==> config.mk <==
export PLATFORM = sky130hd
export DESIGN_NAME = pixel_readout_top
export DESIGN_NICKNAME = d
export VERILOG_FILES = /design/src/pixel_readout_pkg.sv /design/src/pixel_readout_top.sv /design/src/event_readout.sv /design/src/event_fifo.sv /design/src/pixel_level_0.sv /design/src/scan_arbiter.sv
export VERILOG_INCLUDE_DIRS = /design/src
export SDC_FILE = /design/constraint.sdc
export NUM_CORES = 1
export LEC_CHECK = 0
export ABC_AREA = 1
export ABC_CLOCK_PERIOD_IN_PS = 2500
export CAP_MARGIN = 10
export CORE_AREA = 2 2 110 112
export DETAILED_ROUTE_END_ITERATION = 16
export DIE_AREA = 0 0 112 114
export DONT_BUFFER_PORTS = 1
export PLACE_DENSITY = 0.76
export SETUP_SLACK_MARGIN = 0.1
export SLEW_MARGIN = 20
export SYNTH_ARGS = -nofsm -noshare
export SYNTH_HDL_FRONTEND = slang
export SYNTH_SLANG_ARGS = --single-unit
==> constraint.sdc <==
create_clock -name clk_i -period 2.5 [get_ports clk_i]
set_input_delay 0.125 -clock clk_i [delete_from_list [all_inputs] [get_ports clk_i]]
set_output_delay 0.125 -clock clk_i [all_outputs]
set_load 0.005 [all_outputs]
==> src/pixel_readout_config.svh <==
// ~~~~~~~~~~~~~~~~~~~~~~~~~~~~~~~~~~~~~~~~~~~~~~~~~~~~~~~~~~~
// Pixel readout configuration
// Array size, address width and event buffer depth
// ~~~~~~~~~~~~~~~~~~~~~~~~~~~~~~~~~~~~~~~~~~~~~~~~~~~~~~~~~~~
`ifndef PIXEL_READOUT_CONFIG_SVH
`define PIXEL_READOUT_CONFIG_SVH

// Pixel array geometry
`define PIX_ROWS        8           // Rows in the pixel array
`define PIX_COLS        8           // Columns in the pixel array

// Address of one row or one column
`define PIX_ADD_W       3           // Enough for 8 rows or 8 columns

// Event buffer between arbiter and readout
`define EVT_FIFO_DEPTH  8           // Entries in the event FIFO

`endif
==> src/pixel_readout_pkg.sv <==
`default_nettype none
// ~~~~~~~~~~~~~~~~~~~~~~~~~~~~~~~~~~~~~~~~~~~~~~~~~~~~~~~~~~~
// Pixel readout package
// Address, event word and event count types
// ~~~~~~~~~~~~~~~~~~~~~~~~~~~~~~~~~~~~~~~~~~~~~~~~~~~~~~~~~~~
`include "pixel_readout_config.svh"

package pixel_readout_pkg;

    // Must hold a full array of events in one group
    localparam int EVT_CNT_W = $clog2(`PIX_ROWS * `PIX_COLS + 1);

    typedef logic [`PIX_ADD_W-1:0] pix_addr_t;         // One row or column address

    // Word stored in the event FIFO
    typedef struct packed
    {
        logic      marker;                              // Set on group marker words
        pix_addr_t x;                                   // Row address
        pix_addr_t y;                                   // Column address
    } event_word_t;

    typedef logic [EVT_CNT_W-1:0] evt_count_t;         // Events in one group

endpackage

`default_nettype wire

==> src/pixel_readout_top.sv <==
`timescale 1ns/100ps
`default_nettype none
// ~~~~~~~~~~~~~~~~~~~~~~~~~~~~~~~~~~~~~~~~~~~~~~~~~~~~~~~~~~~
// Pixel readout top
// Pixel arbiter feeding the event FIFO and the readout stage
// ~~~~~~~~~~~~~~~~~~~~~~~~~~~~~~~~~~~~~~~~~~~~~~~~~~~~~~~~~~~
`include "pixel_readout_config.svh"

module pixel_readout_top
(
    input  logic                                clk_i,          // Clock
    input  logic                                reset_i,        // Async reset, active high
    input  logic                                enable_i,       // Arbitration enable level
    input  logic [`PIX_ROWS-1:0][`PIX_COLS-1:0] pix_req_i,      // Pixel request grid
    input  logic                                stall_i,        // Downstream stall level
    output logic [`PIX_ROWS-1:0][`PIX_COLS-1:0] pix_gnt_o,      // One-hot pixel grant
    output logic                                req_o,          // Any pixel requesting
    output logic                                grp_release_o,  // Pass end pulse
    output logic                                evt_valid_o,    // Event word strobe
    output logic                                evt_marker_o,
    output pixel_readout_pkg::pix_addr_t        evt_x_o,
    output pixel_readout_pkg::pix_addr_t        evt_y_o,
    output pixel_readout_pkg::evt_count_t       evt_count_o
);
    import pixel_readout_pkg::*;

    logic        push;
    logic        marker;
    pix_addr_t   x_add;
    pix_addr_t   y_add;
    event_word_t push_word;
    logic        fifo_full;
    logic        fifo_empty;
    logic        pop;
    event_word_t head_word;

    // Marker words keep whatever address is current
    assign push_word.marker = marker;
    assign push_word.x      = x_add;
    assign push_word.y      = y_add;

    pixel_level_0 u_pixel_level_0
    (
        .clk_i         (clk_i),
        .reset_i       (reset_i),
        .enable_i      (enable_i),
        .hold_i        (fifo_full),
        .req_i         (pix_req_i),
        .gnt_o         (pix_gnt_o),
        .x_add_o       (x_add),
        .y_add_o       (y_add),
        .push_o        (push),
        .marker_o      (marker),
        .req_o         (req_o),
        .grp_release_o (grp_release_o)
    );

    event_fifo #(.DEPTH(`EVT_FIFO_DEPTH)) u_event_fifo
    (
        .clk_i       (clk_i),
        .reset_i     (reset_i),
        .push_i      (push),
        .push_data_i (push_word),
        .pop_i       (pop),
        .head_o      (head_word),
        .full_o      (fifo_full),
        .empty_o     (fifo_empty)
    );

    event_readout u_event_readout
    (
        .clk_i        (clk_i),
        .reset_i      (reset_i),
        .stall_i      (stall_i),
        .empty_i      (fifo_empty),
        .head_i       (head_word),
        .pop_o        (pop),
        .evt_valid_o  (evt_valid_o),
        .evt_marker_o (evt_marker_o),
        .evt_x_o      (evt_x_o),
        .evt_y_o      (evt_y_o),
        .evt_count_o  (evt_count_o)
    );

endmodule

`default_nettype wire

==> src/event_readout.sv <==
`timescale 1ns/100ps
`default_nettype none
// ~~~~~~~~~~~~~~~~~~~~~~~~~~~~~~~~~~~~~~~~~~~~~~~~~~~~~~~~~~~
// Event readout
// Drains the event FIFO under stall and reports the number
// of events per group on each marker word
// ~~~~~~~~~~~~~~~~~~~~~~~~~~~~~~~~~~~~~~~~~~~~~~~~~~~~~~~~~~~
module event_readout
(
    input  logic                           clk_i,       // Clock
    input  logic                           reset_i,     // Async reset, active high
    input  logic                           stall_i,     // Downstream not ready
    input  logic                           empty_i,     // FIFO empty
    input  pixel_readout_pkg::event_word_t head_i,      // FIFO head word
    output logic                           pop_o,       // Take the head word
    output logic                           evt_valid_o, // Output word strobe
    output logic                           evt_marker_o,
    output pixel_readout_pkg::pix_addr_t   evt_x_o,
    output pixel_readout_pkg::pix_addr_t   evt_y_o,
    output pixel_readout_pkg::evt_count_t  evt_count_o  // Events in the closed group
);
    import pixel_readout_pkg::*;

    evt_count_t cnt_q;                                  // Events since last marker

    assign pop_o = ~stall_i & ~empty_i;

    // Strobe, marker flag and group counter
    always_ff @(posedge clk_i or posedge reset_i)
    begin
        if (reset_i)
        begin
            evt_valid_o  <= 1'b0;
            evt_marker_o <= 1'b0;
            evt_count_o  <= '0;
            cnt_q        <= '0;
        end
        else
        begin
            evt_valid_o <= pop_o;                       // One cycle after the pop
            if (pop_o)
            begin
                evt_marker_o <= head_i.marker;
                if (head_i.marker)
                begin
                    evt_count_o <= cnt_q;               // Close the group
                    cnt_q       <= '0;
                end
                else
                begin
                    cnt_q <= cnt_q + evt_count_t'(1);
                end
            end
        end
    end

    // Address payload
    always_ff @(posedge clk_i)
    begin
        if (pop_o)
        begin
            evt_x_o <= head_i.x;
            evt_y_o <= head_i.y;
        end
    end

endmodule

`default_nettype wire

==> src/event_fifo.sv <==
`timescale 1ns/100ps
`default_nettype none
// ~~~~~~~~~~~~~~~~~~~~~~~~~~~~~~~~~~~~~~~~~~~~~~~~~~~~~~~~~~~
// Event FIFO
// Circular buffer of event words with full and empty levels
// ~~~~~~~~~~~~~~~~~~~~~~~~~~~~~~~~~~~~~~~~~~~~~~~~~~~~~~~~~~~
`include "pixel_readout_config.svh"

module event_fifo
#(
    parameter int DEPTH = `EVT_FIFO_DEPTH               // Number of entries
)
(
    input  logic                           clk_i,       // Clock
    input  logic                           reset_i,     // Async reset, active high
    input  logic                           push_i,      // Write strobe
    input  pixel_readout_pkg::event_word_t push_data_i, // Word to write
    input  logic                           pop_i,       // Read strobe
    output pixel_readout_pkg::event_word_t head_o,      // Oldest word
    output logic                           full_o,
    output logic                           empty_o
);
    import pixel_readout_pkg::*;

    localparam int PTR_W = (DEPTH > 1) ? $clog2(DEPTH) : 1;
    localparam int CNT_W = $clog2(DEPTH + 1);

    event_word_t      mem [DEPTH];                      // Storage
    logic [PTR_W-1:0] wr_ptr_q;
    logic [PTR_W-1:0] rd_ptr_q;
    logic [CNT_W-1:0] count_q;                          // Occupancy
    logic             wr_en;
    logic             rd_en;

    // Wraps at DEPTH, so any depth works
    function automatic logic [PTR_W-1:0] ptr_inc(input logic [PTR_W-1:0] ptr);
        return (ptr == PTR_W'(DEPTH - 1)) ? '0 : ptr + PTR_W'(1);
    endfunction

    assign full_o  = (count_q == CNT_W'(DEPTH));
    assign empty_o = (count_q == '0);
    assign wr_en   = push_i & ~full_o;                  // Writes into a full FIFO are dropped
    assign rd_en   = pop_i & ~empty_o;
    assign head_o  = mem[rd_ptr_q];

    always_ff @(posedge clk_i)
    begin
        if (wr_en)
        begin
            mem[wr_ptr_q] <= push_data_i;
        end
    end

    always_ff @(posedge clk_i or posedge reset_i)
    begin
        if (reset_i)
        begin
            wr_ptr_q <= '0;
            rd_ptr_q <= '0;
            count_q  <= '0;
        end
        else
        begin
            if (wr_en)
                wr_ptr_q <= ptr_inc(wr_ptr_q);
            if (rd_en)
                rd_ptr_q <= ptr_inc(rd_ptr_q);
            case ({wr_en, rd_en})
                2'b10:   count_q <= count_q + CNT_W'(1);
                2'b01:   count_q <= count_q - CNT_W'(1);
                default: count_q <= count_q;            // Both or neither
            endcase
        end
    end

endmodule

`default_nettype wire

==> src/pixel_level_0.sv <==
`timescale 1ns/100ps
`default_nettype none
// ~~~~~~~~~~~~~~~~~~~~~~~~~~~~~~~~~~~~~~~~~~~~~~~~~~~~~~~~~~~
// Pixel level 0 arbiter
// Picks a requesting row, then walks its requesting columns,
// one grant per cycle, and flags the end of each pass
// ~~~~~~~~~~~~~~~~~~~~~~~~~~~~~~~~~~~~~~~~~~~~~~~~~~~~~~~~~~~
`include "pixel_readout_config.svh"

module pixel_level_0
(
    input  logic                                clk_i,          // Clock
    input  logic                                reset_i,        // Async reset, active high
    input  logic                                enable_i,       // Arbitration enable level
    input  logic                                hold_i,         // FIFO full, freeze everything
    input  logic [`PIX_ROWS-1:0][`PIX_COLS-1:0] req_i,          // Pixel request grid
    output logic [`PIX_ROWS-1:0][`PIX_COLS-1:0] gnt_o,          // One-hot pixel grant
    output pixel_readout_pkg::pix_addr_t        x_add_o,        // Granted row
    output pixel_readout_pkg::pix_addr_t        y_add_o,        // Granted column
    output logic                                push_o,         // Write one word to the FIFO
    output logic                                marker_o,       // Pushed word is a group marker
    output logic                                req_o,          // Any pixel requesting
    output logic                                grp_release_o   // Full pass has ended
);
    import pixel_readout_pkg::*;

    typedef enum logic [1:0]
    {
        st_idle = 2'b00,                                // Arbiters held at pass start
        st_row  = 2'b01,                                // Row arbiter picks next row
        st_col  = 2'b10                                 // Column arbiter walks the row
    } state_t;

    state_t               state_q;
    state_t               state_d;
    logic [`PIX_ROWS-1:0] row_req;                      // OR of each row
    logic [`PIX_ROWS-1:0] row_gnt;                      // Granted row, one-hot
    logic [`PIX_COLS-1:0] col_req;                      // Requests of the granted row
    logic [`PIX_COLS-1:0] col_gnt;                      // Granted column, one-hot
    pix_addr_t            row_addr;
    pix_addr_t            col_addr;
    logic                 run;                          // Enabled and not held
    logic                 row_en;
    logic                 col_en;
    logic                 row_refresh;
    logic                 col_refresh;
    logic                 row_done;                     // No row left in this pass
    logic                 col_done;                     // No column left in this row
    logic                 col_vld;                      // A pixel grant is shown this cycle

    assign req_o = |req_i;

    always_comb
    begin
        for (int i = 0; i < `PIX_ROWS; i++)
        begin
            row_req[i] = |req_i[i];
        end
    end

    assign col_req = req_i[row_addr];                   // Row held by the row arbiter

    assign run         = enable_i & ~hold_i;
    assign row_en      = run & (state_q == st_row);
    assign col_en      = run & (state_q == st_col);
    assign row_refresh = ~enable_i | (state_q == st_idle);
    assign col_refresh = ~enable_i | (state_q != st_col);   // Each row starts at column 0

    // Next state
    always_comb
    begin
        state_d = state_q;
        if (!enable_i)
        begin
            state_d = st_idle;                          // Abort the pass
        end
        else if (!hold_i)
        begin
            case (state_q)
                st_idle: state_d = st_row;
                st_row:  state_d = row_done ? st_idle : st_col;
                st_col:  state_d = col_done ? st_row : st_col;
                default: state_d = st_idle;
            endcase
        end
    end

    always_ff @(posedge clk_i or posedge reset_i)
    begin
        if (reset_i)
        begin
            state_q <= st_idle;
        end
        else
        begin
            state_q <= state_d;
        end
    end

    // Column grant is registered, masked while held
    assign col_vld = run & (state_q == st_col) & (|col_gnt);

    always_comb
    begin
        for (int i = 0; i < `PIX_ROWS; i++)
        begin
            for (int j = 0; j < `PIX_COLS; j++)
            begin
                gnt_o[i][j] = col_vld & row_gnt[i] & col_gnt[j];
            end
        end
    end

    assign x_add_o       = row_addr;
    assign y_add_o       = col_addr;
    assign push_o        = col_vld | row_done;          // Pixel word or marker word
    assign marker_o      = row_done;
    assign grp_release_o = row_done;

    scan_arbiter #(.WIDTH(`PIX_ROWS)) row_arb
    (
        .clk_i     (clk_i),
        .reset_i   (reset_i),
        .enable_i  (row_en),
        .refresh_i (row_refresh),
        .req_i     (row_req),
        .gnt_o     (row_gnt),
        .addr_o    (row_addr),
        .done_o    (row_done)
    );

    scan_arbiter #(.WIDTH(`PIX_COLS)) col_arb
    (
        .clk_i     (clk_i),
        .reset_i   (reset_i),
        .enable_i  (col_en),
        .refresh_i (col_refresh),
        .req_i     (col_req),
        .gnt_o     (col_gnt),
        .addr_o    (col_addr),
        .done_o    (col_done)
    );

endmodule

`default_nettype wire

==> src/scan_arbiter.sv <==
`timescale 1ns/100ps
`default_nettype none
// ~~~~~~~~~~~~~~~~~~~~~~~~~~~~~~~~~~~~~~~~~~~~~~~~~~~~~~~~~~~
// Scan arbiter
// One pass over the requests in ascending index order,
// one registered grant per enabled cycle
// ~~~~~~~~~~~~~~~~~~~~~~~~~~~~~~~~~~~~~~~~~~~~~~~~~~~~~~~~~~~
module scan_arbiter
#(
    parameter int WIDTH = 8                             // Number of request lines
)
(
    input  logic                         clk_i,         // Clock
    input  logic                         reset_i,       // Async reset, active high
    input  logic                         enable_i,      // Advance one grant per cycle
    input  logic                         refresh_i,     // Restart the pass at index 0
    input  logic [WIDTH-1:0]             req_i,         // Request levels
    output logic [WIDTH-1:0]             gnt_o,         // One-hot registered grant
    output pixel_readout_pkg::pix_addr_t addr_o,        // Index of the granted line
    output logic                         done_o         // No request left above pointer
);
    import pixel_readout_pkg::*;

    localparam int PTR_W = $clog2(WIDTH + 1);          // Pointer runs 0 to WIDTH

    logic [PTR_W-1:0] ptr_q;                            // Lowest index still open in this pass
    logic [PTR_W-1:0] sel_idx;                          // Index picked this cycle
    logic [WIDTH-1:0] sel_oh;                           // Same pick, one-hot
    logic             found;                            // Some request at or above pointer

    // Lowest set request at or above the pointer
    // The loop runs downward so the last hit is the lowest index
    always_comb
    begin
        found   = 1'b0;
        sel_idx = '0;
        sel_oh  = '0;
        for (int i = WIDTH - 1; i >= 0; i--)
        begin
            if (req_i[i] && (PTR_W'(i) >= ptr_q))
            begin
                found   = 1'b1;
                sel_idx = PTR_W'(i);
                sel_oh  = WIDTH'(1) << i;
            end
        end
    end

    assign done_o = enable_i & ~found;                  // Pass end seen while enabled

    always_ff @(posedge clk_i or posedge reset_i)
    begin
        if (reset_i)
        begin
            ptr_q  <= '0;
            gnt_o  <= '0;
            addr_o <= '0;
        end
        else if (refresh_i)
        begin
            ptr_q  <= '0;                               // Back to index 0
            gnt_o  <= '0;
            addr_o <= '0;
        end
        else if (enable_i)
        begin
            if (found)
            begin
                ptr_q  <= sel_idx + PTR_W'(1);          // Skip past the granted line
                gnt_o  <= sel_oh;
                addr_o <= pix_addr_t'(sel_idx);
            end
            else
            begin
                gnt_o  <= '0;                           // Pass over, pointer stays put
            end
        end
    end

endmodule

`default_nettype wire

* Word level (Yosys, flattened, before mapping)
Memory sizes are Yosys's and may differ from the RTL's. Cells that the tools add are included.
Operators by class: order comparisons 17, multiplexer cells 79, bitwise operators 90, eq/ne operators 9, add/sub/neg operators 7, reductions and logical operators 36
Operators by type and width (number):
- 8-bit 2-to-1 mux | 23
- 1-bit bitwise AND | 81
- 4-bit 2-to-1 mux | 20
- 8-bit OR reduction | 9
- 64-bit OR reduction | 1
- 3-bit by 4-bit >= comparator with 1-bit output, first input constant | 8
- 3-bit 2-to-1 mux | 10
- 8-bit binary-select mux with 3-bit select | 1
- 1-bit 2-to-1 mux | 18
- 1-bit by 4-bit >= comparator with 1-bit output, first input constant | 4
- 2-bit by 4-bit >= comparator with 1-bit output, first input constant | 4
- 1-bit logical AND | 16
- 4-bit by 1-bit adder with 4-bit output, second input constant | 3
- 2-bit nonzero test | 5
- 2-bit 2-to-1 mux | 4
- 4-bit one-hot mux with 2 select lines | 1
- 7-bit by 1-bit adder with 7-bit output, second input constant | 1
- 7-bit 2-to-1 mux | 1
- 3-bit by 1-bit adder with 3-bit output, second input constant | 2
- 3-bit equality test, second input constant | 2
- 1-bit inverter | 6
- 2-bit one-hot mux with 3 select lines | 1
- 2-bit AND reduction | 3
- 2-bit by 1-bit equality test with 1-bit output, second input constant | 2
- 8 further kinds | 12
Storage, ports and cells: logic and storage cells 255, bits in registers 64, memories 1, bits of input ports 68, memory bits (writable) 56, output and inout bits 81
Memory list:
- u_event_fifo.mem | depth 8, bits a word 7, read ports 1, clocked after Yosys merged registers in 0, write ports 1, line event_fifo.sv:28 | event_word_t mem [DEPTH];

* Longest topological paths before layout
word-level depth 17, depth in mapped cells 20, mapped depth without buffers 19

* Hierarchy
From an unflattened synthesis, not the netlist that was laid out.
Second synthesis, totals: cell total of the unflattened synthesis 981, area total of the unflattened synthesis 7312.0 µm²
Modules (own cells, without submodules):
- event_fifo | sequential area each 1931.9 µm², area each 3086.7 µm², cells each 331, times used 1
- scan_arbiter | sequential area each 375.4 µm², area each 924.6 µm², cells each 121, times used 2
- pixel_level_0 | sequential area each 50.0 µm², area each 1486.4 µm², cells each 326, times used 1
- event_readout | sequential area each 580.6 µm², area each 889.6 µm², cells each 82, times used 1

* Least setup slack after synthesis
Ideal clock, no wire load.
path kind flip-flop to flip-flop, start reg u_pixel_level_0.row_arb.ptr_q[3], end reg u_event_fifo.count_q[2], clock period less this slack 2479 ps, slack 21 ps, cell stages (with the launch flop) 17, library setup time 128 ps, buffers on the path 0, data required time 2372 ps, arrival 2350 ps, path through dfrtp_1 > nor2_1 > nand2_1 > or2_2 > nand3_1 > nor2_1 > nand3_1 > nand2_2 > inv_1 > ha_1 > nand2_1 > inv_1 > nor2_1 > ha_1 > a21oi_1 > xnor2_1 > o21ai_0
On the way: longest elaborated chain between the ends 16, elaborated cells on any way between the ends 32
Ends and longest elaborated chain:
- start: declaration | line scan_arbiter.sv:26 | logic [PTR_W-1:0] ptr_q;
- start signal: assignment | line scan_arbiter.sv:69 | ptr_q <= sel_idx + PTR_W'(1);
- 3-bit by 4-bit >= comparator with 1-bit output | line scan_arbiter.sv:40 | if (req_i[i] && (PTR_W'(i) >= ptr_q))
- 1-bit logical AND | line scan_arbiter.sv:40
- 1-bit 2-to-1 mux (7 in a row) | line scan_arbiter.sv:40
- 1-bit 2-to-1 mux (*) | line scan_arbiter.sv:40
- 1-bit inverter (*) | line scan_arbiter.sv:49 | assign done_o = enable_i & ~found;
- 1-bit bitwise AND (*) | line scan_arbiter.sv:49
- 1-bit OR (*) | line pixel_level_0.sv:116 | assign push_o = col_vld | row_done;
- 1-bit bitwise AND (*) | line event_fifo.sv:42 | assign wr_en = push_i & ~full_o;
- 2-bit by 1-bit equality test with 1-bit output / 2-bit equality test (equally long branches) | line event_fifo.sv:68 | case ({wr_en, rd_en})
- 4-bit one-hot mux with 2 select lines / 2-bit nonzero test (equally long branches)
- end signal: assignment | line event_fifo.sv:69 | 2'b10: count_q <= count_q + CNT_W'(1);
- end signal: assignment | line event_fifo.sv:70 | 2'b01: count_q <= count_q - CNT_W'(1);
- end signal: assignment | line event_fifo.sv:71 | default: count_q <= count_q;
- end: declaration | line event_fifo.sv:31 | logic [CNT_W-1:0] count_q;
Every way passes the cells marked *; elsewhere a longest branch is shown, timed or not. A chain may end at the register's enable or synchronous reset.

* Final worst setup path
start reg u_pixel_level_0.row_arb.addr_o[0], end reg u_pixel_level_0.col_arb.ptr_q[2]
On the way: longest elaborated chain between the ends 15, elaborated cells on any way between the ends 32
Ends and longest elaborated chain:
- start: declaration | line scan_arbiter.sv:19 | output pixel_readout_pkg::pix_addr_t addr_o,
- start signal: assignment | line scan_arbiter.sv:71 | addr_o <= pix_addr_t'(sel_idx);
- 8-bit binary-select mux with 3-bit select (*) | line pixel_level_0.sv:61 | assign col_req = req_i[row_addr];
- 8-bit 2-to-1 mux (implied by the code) (*) | line pixel_level_0.sv:61
- 1-bit logical AND | line scan_arbiter.sv:40
- 3-bit 2-to-1 mux | line scan_arbiter.sv:40
- 4-bit 2-to-1 mux (7 in a row) | line scan_arbiter.sv:40
- 4-bit by 1-bit adder with 4-bit output | line scan_arbiter.sv:69
- 4-bit 2-to-1 mux | line scan_arbiter.sv:67 | if (found)
- 4-bit 2-to-1 mux | line scan_arbiter.sv:65 | else if (enable_i)
- 4-bit 2-to-1 mux | line scan_arbiter.sv:59 | else if (refresh_i)
- end signal: assignment | line scan_arbiter.sv:69
- end: declaration | line scan_arbiter.sv:26
Every way passes the cells marked *; elsewhere a longest branch is shown, timed or not. The select of a mux whose other input is x is not followed.

==> metrics list <==
- Run status: complete, no violations
- STA puts the critical path data arrival time at 2720 ps.
- Detailed Routing Iterations Pass 1: 5
- Global routing used roughly a quarter of the available tracks across all layers.
- The floorplan has 40 rows.
- Once detail routing completed, the nets flagged for antenna violations numbered 0.
- Detailed-placement wirelength estimate: between 10000 and 15000 um
- Leading post-synthesis cells by instance count: sky130_fd_sc_hd__nor2_1 (175), sky130_fd_sc_hd__nand2_1 (158), sky130_fd_sc_hd__inv_1 (92), sky130_fd_sc_hd__o21ai_0 (70), sky130_fd_sc_hd__edfxtp_1 (62)
* Starting Density: about 56%
- Leading cell types by total area after synthesis: sky130_fd_sc_hd__edfxtp_1 (28%), sky130_fd_sc_hd__dfrtp_1 (22%), sky130_fd_sc_hd__nor2_1 (9.9%), sky130_fd_sc_hd__nand2_1 (9.0%), sky130_fd_sc_hd__o21ai_0 (5.3%)
- Worst slew slack as a fraction of its limit: between 50% and 60%
* Count leader, synth: sky130_fd_sc_hd__nor2_1
- Post-route worst setup slack: 139.6 ps
* Clock tree buffer depth: 2
* Net count after synthesis: roughly 900
* Final clock period utilization by the worst path: 94.42%
- The critical path goes through buf_4 -> clkbuf_16 -> nor2_2 -> nor2_1 -> o21ai_0 -> nand3_1 -> nand3_4 -> nand2_1 -> a31oi_2 -> ha_2 -> inv_1 -> nor2_1 -> o21ai_1 -> nand2_1.
- The final layout contains about 950 nets.
- Entering global routing, the biggest net connects 59 pins.
* Syn-to-layout area delta: 20.61%
- EDFF count, synth: 62
* Post-Synth XOR/XNOR Area: less than 1%
- In this run the worst hold path is classified as input pin to flip-flop.
* Critical path capture point type: flip-flop
- Class of the most critical setup path: flip-flop to flip-flop
- Global routing finished with a remaining overflow of 0.
- The routed layout has between 6k and 7k vias.
* Detailed-route vias per instance: approximately 5.9
- Final total power: between 6000 and 7000 uW
* Number of maximum-capacitance violations: 0
- Synthesis handed over a netlist of 823 instances.
- Pre-CTS setup slack: -63.19 ps
- Final WL: between 15000 and 20000 um
- Via count of the first global-routing pass: 5748
- Of the post-synthesis cell area, the dominant cell type holds between 20 and 30%.
- R2r setup slk: 140 ps
- Ratio of cells with drive above 1 in the final layout: between 10% and 20%
* Post-route standard cell area excluding fillers: roughly 0.008 mm^2
* Adder and majority gate portion of the synthesized area: approximately 1.9%
- Min Clock Period, post-route: 2360 ps
- Async set or reset register ratio after synthesis: about half
- The worst register-to-register path ends at u_pixel_level_0.col_arb.ptr_q[2].
* Post-synthesis share of cell area spent on and, or, nand and nor gates: 28.31%
- The share of the Yosys chip area taken by registers is around 50%.
- In the final routed layout, each cell accounts on average for 16.71 um.
* Max Transition Viols Final: 0
- The filler cells instantiated in the layout total 909.
- The most used flip-flop cell after synthesis is sky130_fd_sc_hd__edfxtp_1.
- Setup total negative slack on the finished layout was measured at 0 ps.
- The number of clock buffers added by TritonCTS is 17.
- Cell taking the most area after synthesis: sky130_fd_sc_hd__edfxtp_1
- Latest clock arrival within the worst-skew pair: between 400 and 500 ps
* Syn. warnings: 0
- Slowest stage cell on the critical path: sky130_fd_sc_hd__dfrtp_4
- Worst voltage drop across the vdd grid: a little under 900 uV
- In this run the critical register-to-register path is launched from u_pixel_level_0.row_arb.addr_o[0].
- Of the post-synthesis cell area, the part taken by muxes is 0%.
- Number of distinct standard cells referenced by the synthesized netlist: 42
* Worst reg-to-reg path cell count: 14
* Violation count after the first detailed-route iteration: between 400 and 500
- The clock drives 120 sinks.
* RSZ-0062 raised after global routing: yes
- Hold-critical path endpoint: u_event_readout.evt_marker_o
- Number of storage elements in the synthesis netlist: between 100 and 150
- Static leakage power: 0.003365 uW
- Summing all flip-flop and latch instances after layout gives ~0.0033 mm^2.
- Area taken by multi-input logic gates: approximately 0.003 mm^2
- In the routed design, unresolved DRC markers number 0.
- ~150 I/O pins were placed.
- The first global-routing pass estimated about 27000 um of wire.
- At the pin with the least slew margin, the transition time is 658.7 ps.
* Startpoint class of the critical path: flip-flop
- By area, the combinational part of the netlist is dominated by simple AND/OR/NAND/NOR gates.
- CTS placed an instance of sky130_fd_sc_hd__clkbuf_16 at the clock tree root.
- The clock tree synthesis step divided the H-tree into 4 levels.
- Hold Path Origin: stall_i
- The worst hold path was traced through 3 stages.
* Clock tree from TritonCTS: done
* Initial antenna violation count: 0
* Total core area: ~0.012 mm^2
- The average instance in the mapped netlist occupies about 8.0 um^2.
* Maximum fanout along the worst path: 14
- Critical path data required time: approximately 2900 ps
- Last weighted congestion value of the routability-driven placer: around 1.1
- After clock tree synthesis, the clock-pin slew on the worst setup and hold paths is 60 ps.
- Synth Cell Area: 0.006616 mm^2
* Final setup violating endpoints: 0
- Delay of the slowest critical-path stage: 560 ps
- In this run the cell area measured after placement is approximately 0.0069 mm^2.
- In this run the tool buffered the top-level ports with 0 buffer cells.
* Clock Skews: just under 10 ps
- In this run the vertical extent of the chip is ~110 um.
- For this design the ratio of total power to cell area is ~850 mW/mm^2.
* Die outline area: ~0.013 mm^2
* Number of endpoints with negative hold slack in the final report: 0
- The synthesized netlist devotes 11.37% of its cell area to compound gates.
* Top achievable clock speed: about 420 MHz
- Number of antenna repair diodes: 0
* Die width: about 110 um
[what timing repair did]
item,in CTS,in global routing
endpoints found under the hold margin,60,0
endpoints found under the setup margin,3,53
cloned,0,4
pin swaps,5,25
buffers inserted,3,19
gates resized for setup,5,61
hold buffers,2,0
[stage by stage]
| stage | util [%] | hold WS (ps) | instances |
|---|---|---|---|
| 3_5_place_dp | 58.91 | 95.35 | 975 |
| 3_3_place_gp | 58.91 | 89.67 | 975 |
| 5_1_grt | 68.14 | 16.48 | 1035 |
| 4_1_cts | 64.35 | 14.79 | 1012 |
| 2_1_floorplan | - | 349.9 | 823 |
| 6_report | 68.14 | 15.65 | 1035 |
[logic make-up (layout without fill, tap and decap cells)]
family / after synthesis / after routing
AOI/OAI and AO/OA: 127 / 127
xor gates and xnor gates: 4 / 4
adders and majority gates: 10 / 10
buffers and inverters: 125 / 190
DFF: 120 / 120
and+or+nand+nor: 437 / 437
[worst max path at each step]
| stage | from | end | cells past startpoint |
|---|---|---|---|
| 4_1_cts | u_pixel_level_0.row_arb.ptr_q[1] | u_event_fifo.count_q[2] | 17 |
| 3_5_place_dp | u_pixel_level_0.row_arb.ptr_q[3] | u_event_fifo.count_q[2] | 16 |
| 2_1_floorplan | u_pixel_level_0.row_arb.ptr_q[3] | u_event_fifo.count_q[2] | 16 |
| 5_1_grt | u_pixel_level_0.row_arb.addr_o[0] | u_pixel_level_0.col_arb.ptr_q[2] | 14 |
| 3_3_place_gp | u_pixel_level_0.row_arb.ptr_q[3] | u_event_fifo.count_q[2] | 16 |
| 6_report | u_pixel_level_0.row_arb.addr_o[0] | u_pixel_level_0.col_arb.ptr_q[2] | 14 |
[placed cells by master, fill, tap and decap left out, types with 3 or more instances in the layout]
master / netlist / routed
sky130_fd_sc_hd__clkinvlp_4: 0 / 5
sky130_fd_sc_hd__nand3_4: 1 / 6
sky130_fd_sc_hd__a21oi_2: 0 / 3
sky130_fd_sc_hd__a21oi_1: 12 / 9
sky130_fd_sc_hd__nand3_2: 6 / 8
sky130_fd_sc_hd__edfxtp_1: 62 / 62
sky130_fd_sc_hd__inv_2: 2 / 6
sky130_fd_sc_hd__o21ai_1: 3 / 5
sky130_fd_sc_hd__nand4_1: 6 / 6
sky130_fd_sc_hd__nand2_2: 5 / 12
sky130_fd_sc_hd__o211ai_1: 9 / 9
sky130_fd_sc_hd__o21ai_0: 70 / 67
sky130_fd_sc_hd__inv_6: 0 / 4
sky130_fd_sc_hd__nor2_1: 175 / 165
sky130_fd_sc_hd__a31oi_1: 9 / 8
sky130_fd_sc_hd__nor2_2: 0 / 8
sky130_fd_sc_hd__inv_1: 92 / 86
sky130_fd_sc_hd__nor3_1: 13 / 12
sky130_fd_sc_hd__dfrtp_2: 0 / 4
sky130_fd_sc_hd__clkbuf_16: 0 / 20
sky130_fd_sc_hd__dfrtp_1: 58 / 53
sky130_fd_sc_hd__nand2_1: 158 / 151
sky130_fd_sc_hd__o22ai_1: 10 / 10
sky130_fd_sc_hd__ha_1: 10 / 7
sky130_fd_sc_hd__clkinv_1: 9 / 9
sky130_fd_sc_hd__nor4_1: 4 / 4
sky130_fd_sc_hd__buf_4: 0 / 46
sky130_fd_sc_hd__nor2_4: 1 / 3
sky130_fd_sc_hd__nand3_1: 61 / 54
[worst max-delay path: cells and delay by family (launching register included)]
kind | cells | cell delay (ps)
flops | 1 | 560
simple gates | 7 | 750
buf+inv | 3 | 400
fa+ha+maj | 1 | 220
compound gates | 3 | 370
[cell type report]
type                    count  share of cell area (%)
flip-flops and latches    120                   41.63
multi-input cells         578                   37.55
repair buffers             55                   6.303
clock buffers              19                   5.425
inverters                 103                   4.986
well taps                 147                   2.305
clock inverters            13                   1.803
[flip-flops by register name, summed over array words and instances (netlist names)]
register / flops
u_event_fifo.mem: 56
u_pixel_level_0.col_arb.gnt_o: 8
u_pixel_level_0.row_arb.gnt_o: 8
u_event_readout.cnt_q: 7
u_event_readout.evt_count_o: 7
u_event_fifo.count_q: 4
u_pixel_level_0.col_arb.ptr_q: 4
u_pixel_level_0.row_arb.ptr_q: 4
u_event_fifo.rd_ptr_q: 3
u_event_fifo.wr_ptr_q: 3
u_event_readout.evt_x_o: 3
u_event_readout.evt_y_o: 3
u_pixel_level_0.col_arb.addr_o: 3
u_pixel_level_0.row_arb.addr_o: 3
u_pixel_level_0.state_q: 2
u_event_readout.evt_marker_o: 1
u_event_readout.evt_valid_o: 1
[per-layer routing]
layer	global-route usage (%)	vias up	routed length, um	share of wire (%)
met5	0	-	0	0
li1	-	2832	-	-
met3	6.111	62	1259	7.3
met2	47.60	323	8998	52
met1	30.89	2854	6573	38
met4	10.08	0	459	2.7
[report_power, final]
part	switching [uW]	total (uW)	internal (uW)
Combinational	1200	1890	688
Sequential	190	2520	2330
Clock	902	2380	1470
Total	2290	6790	4490
Note: power is estimated with default switching activity, not from simulation.
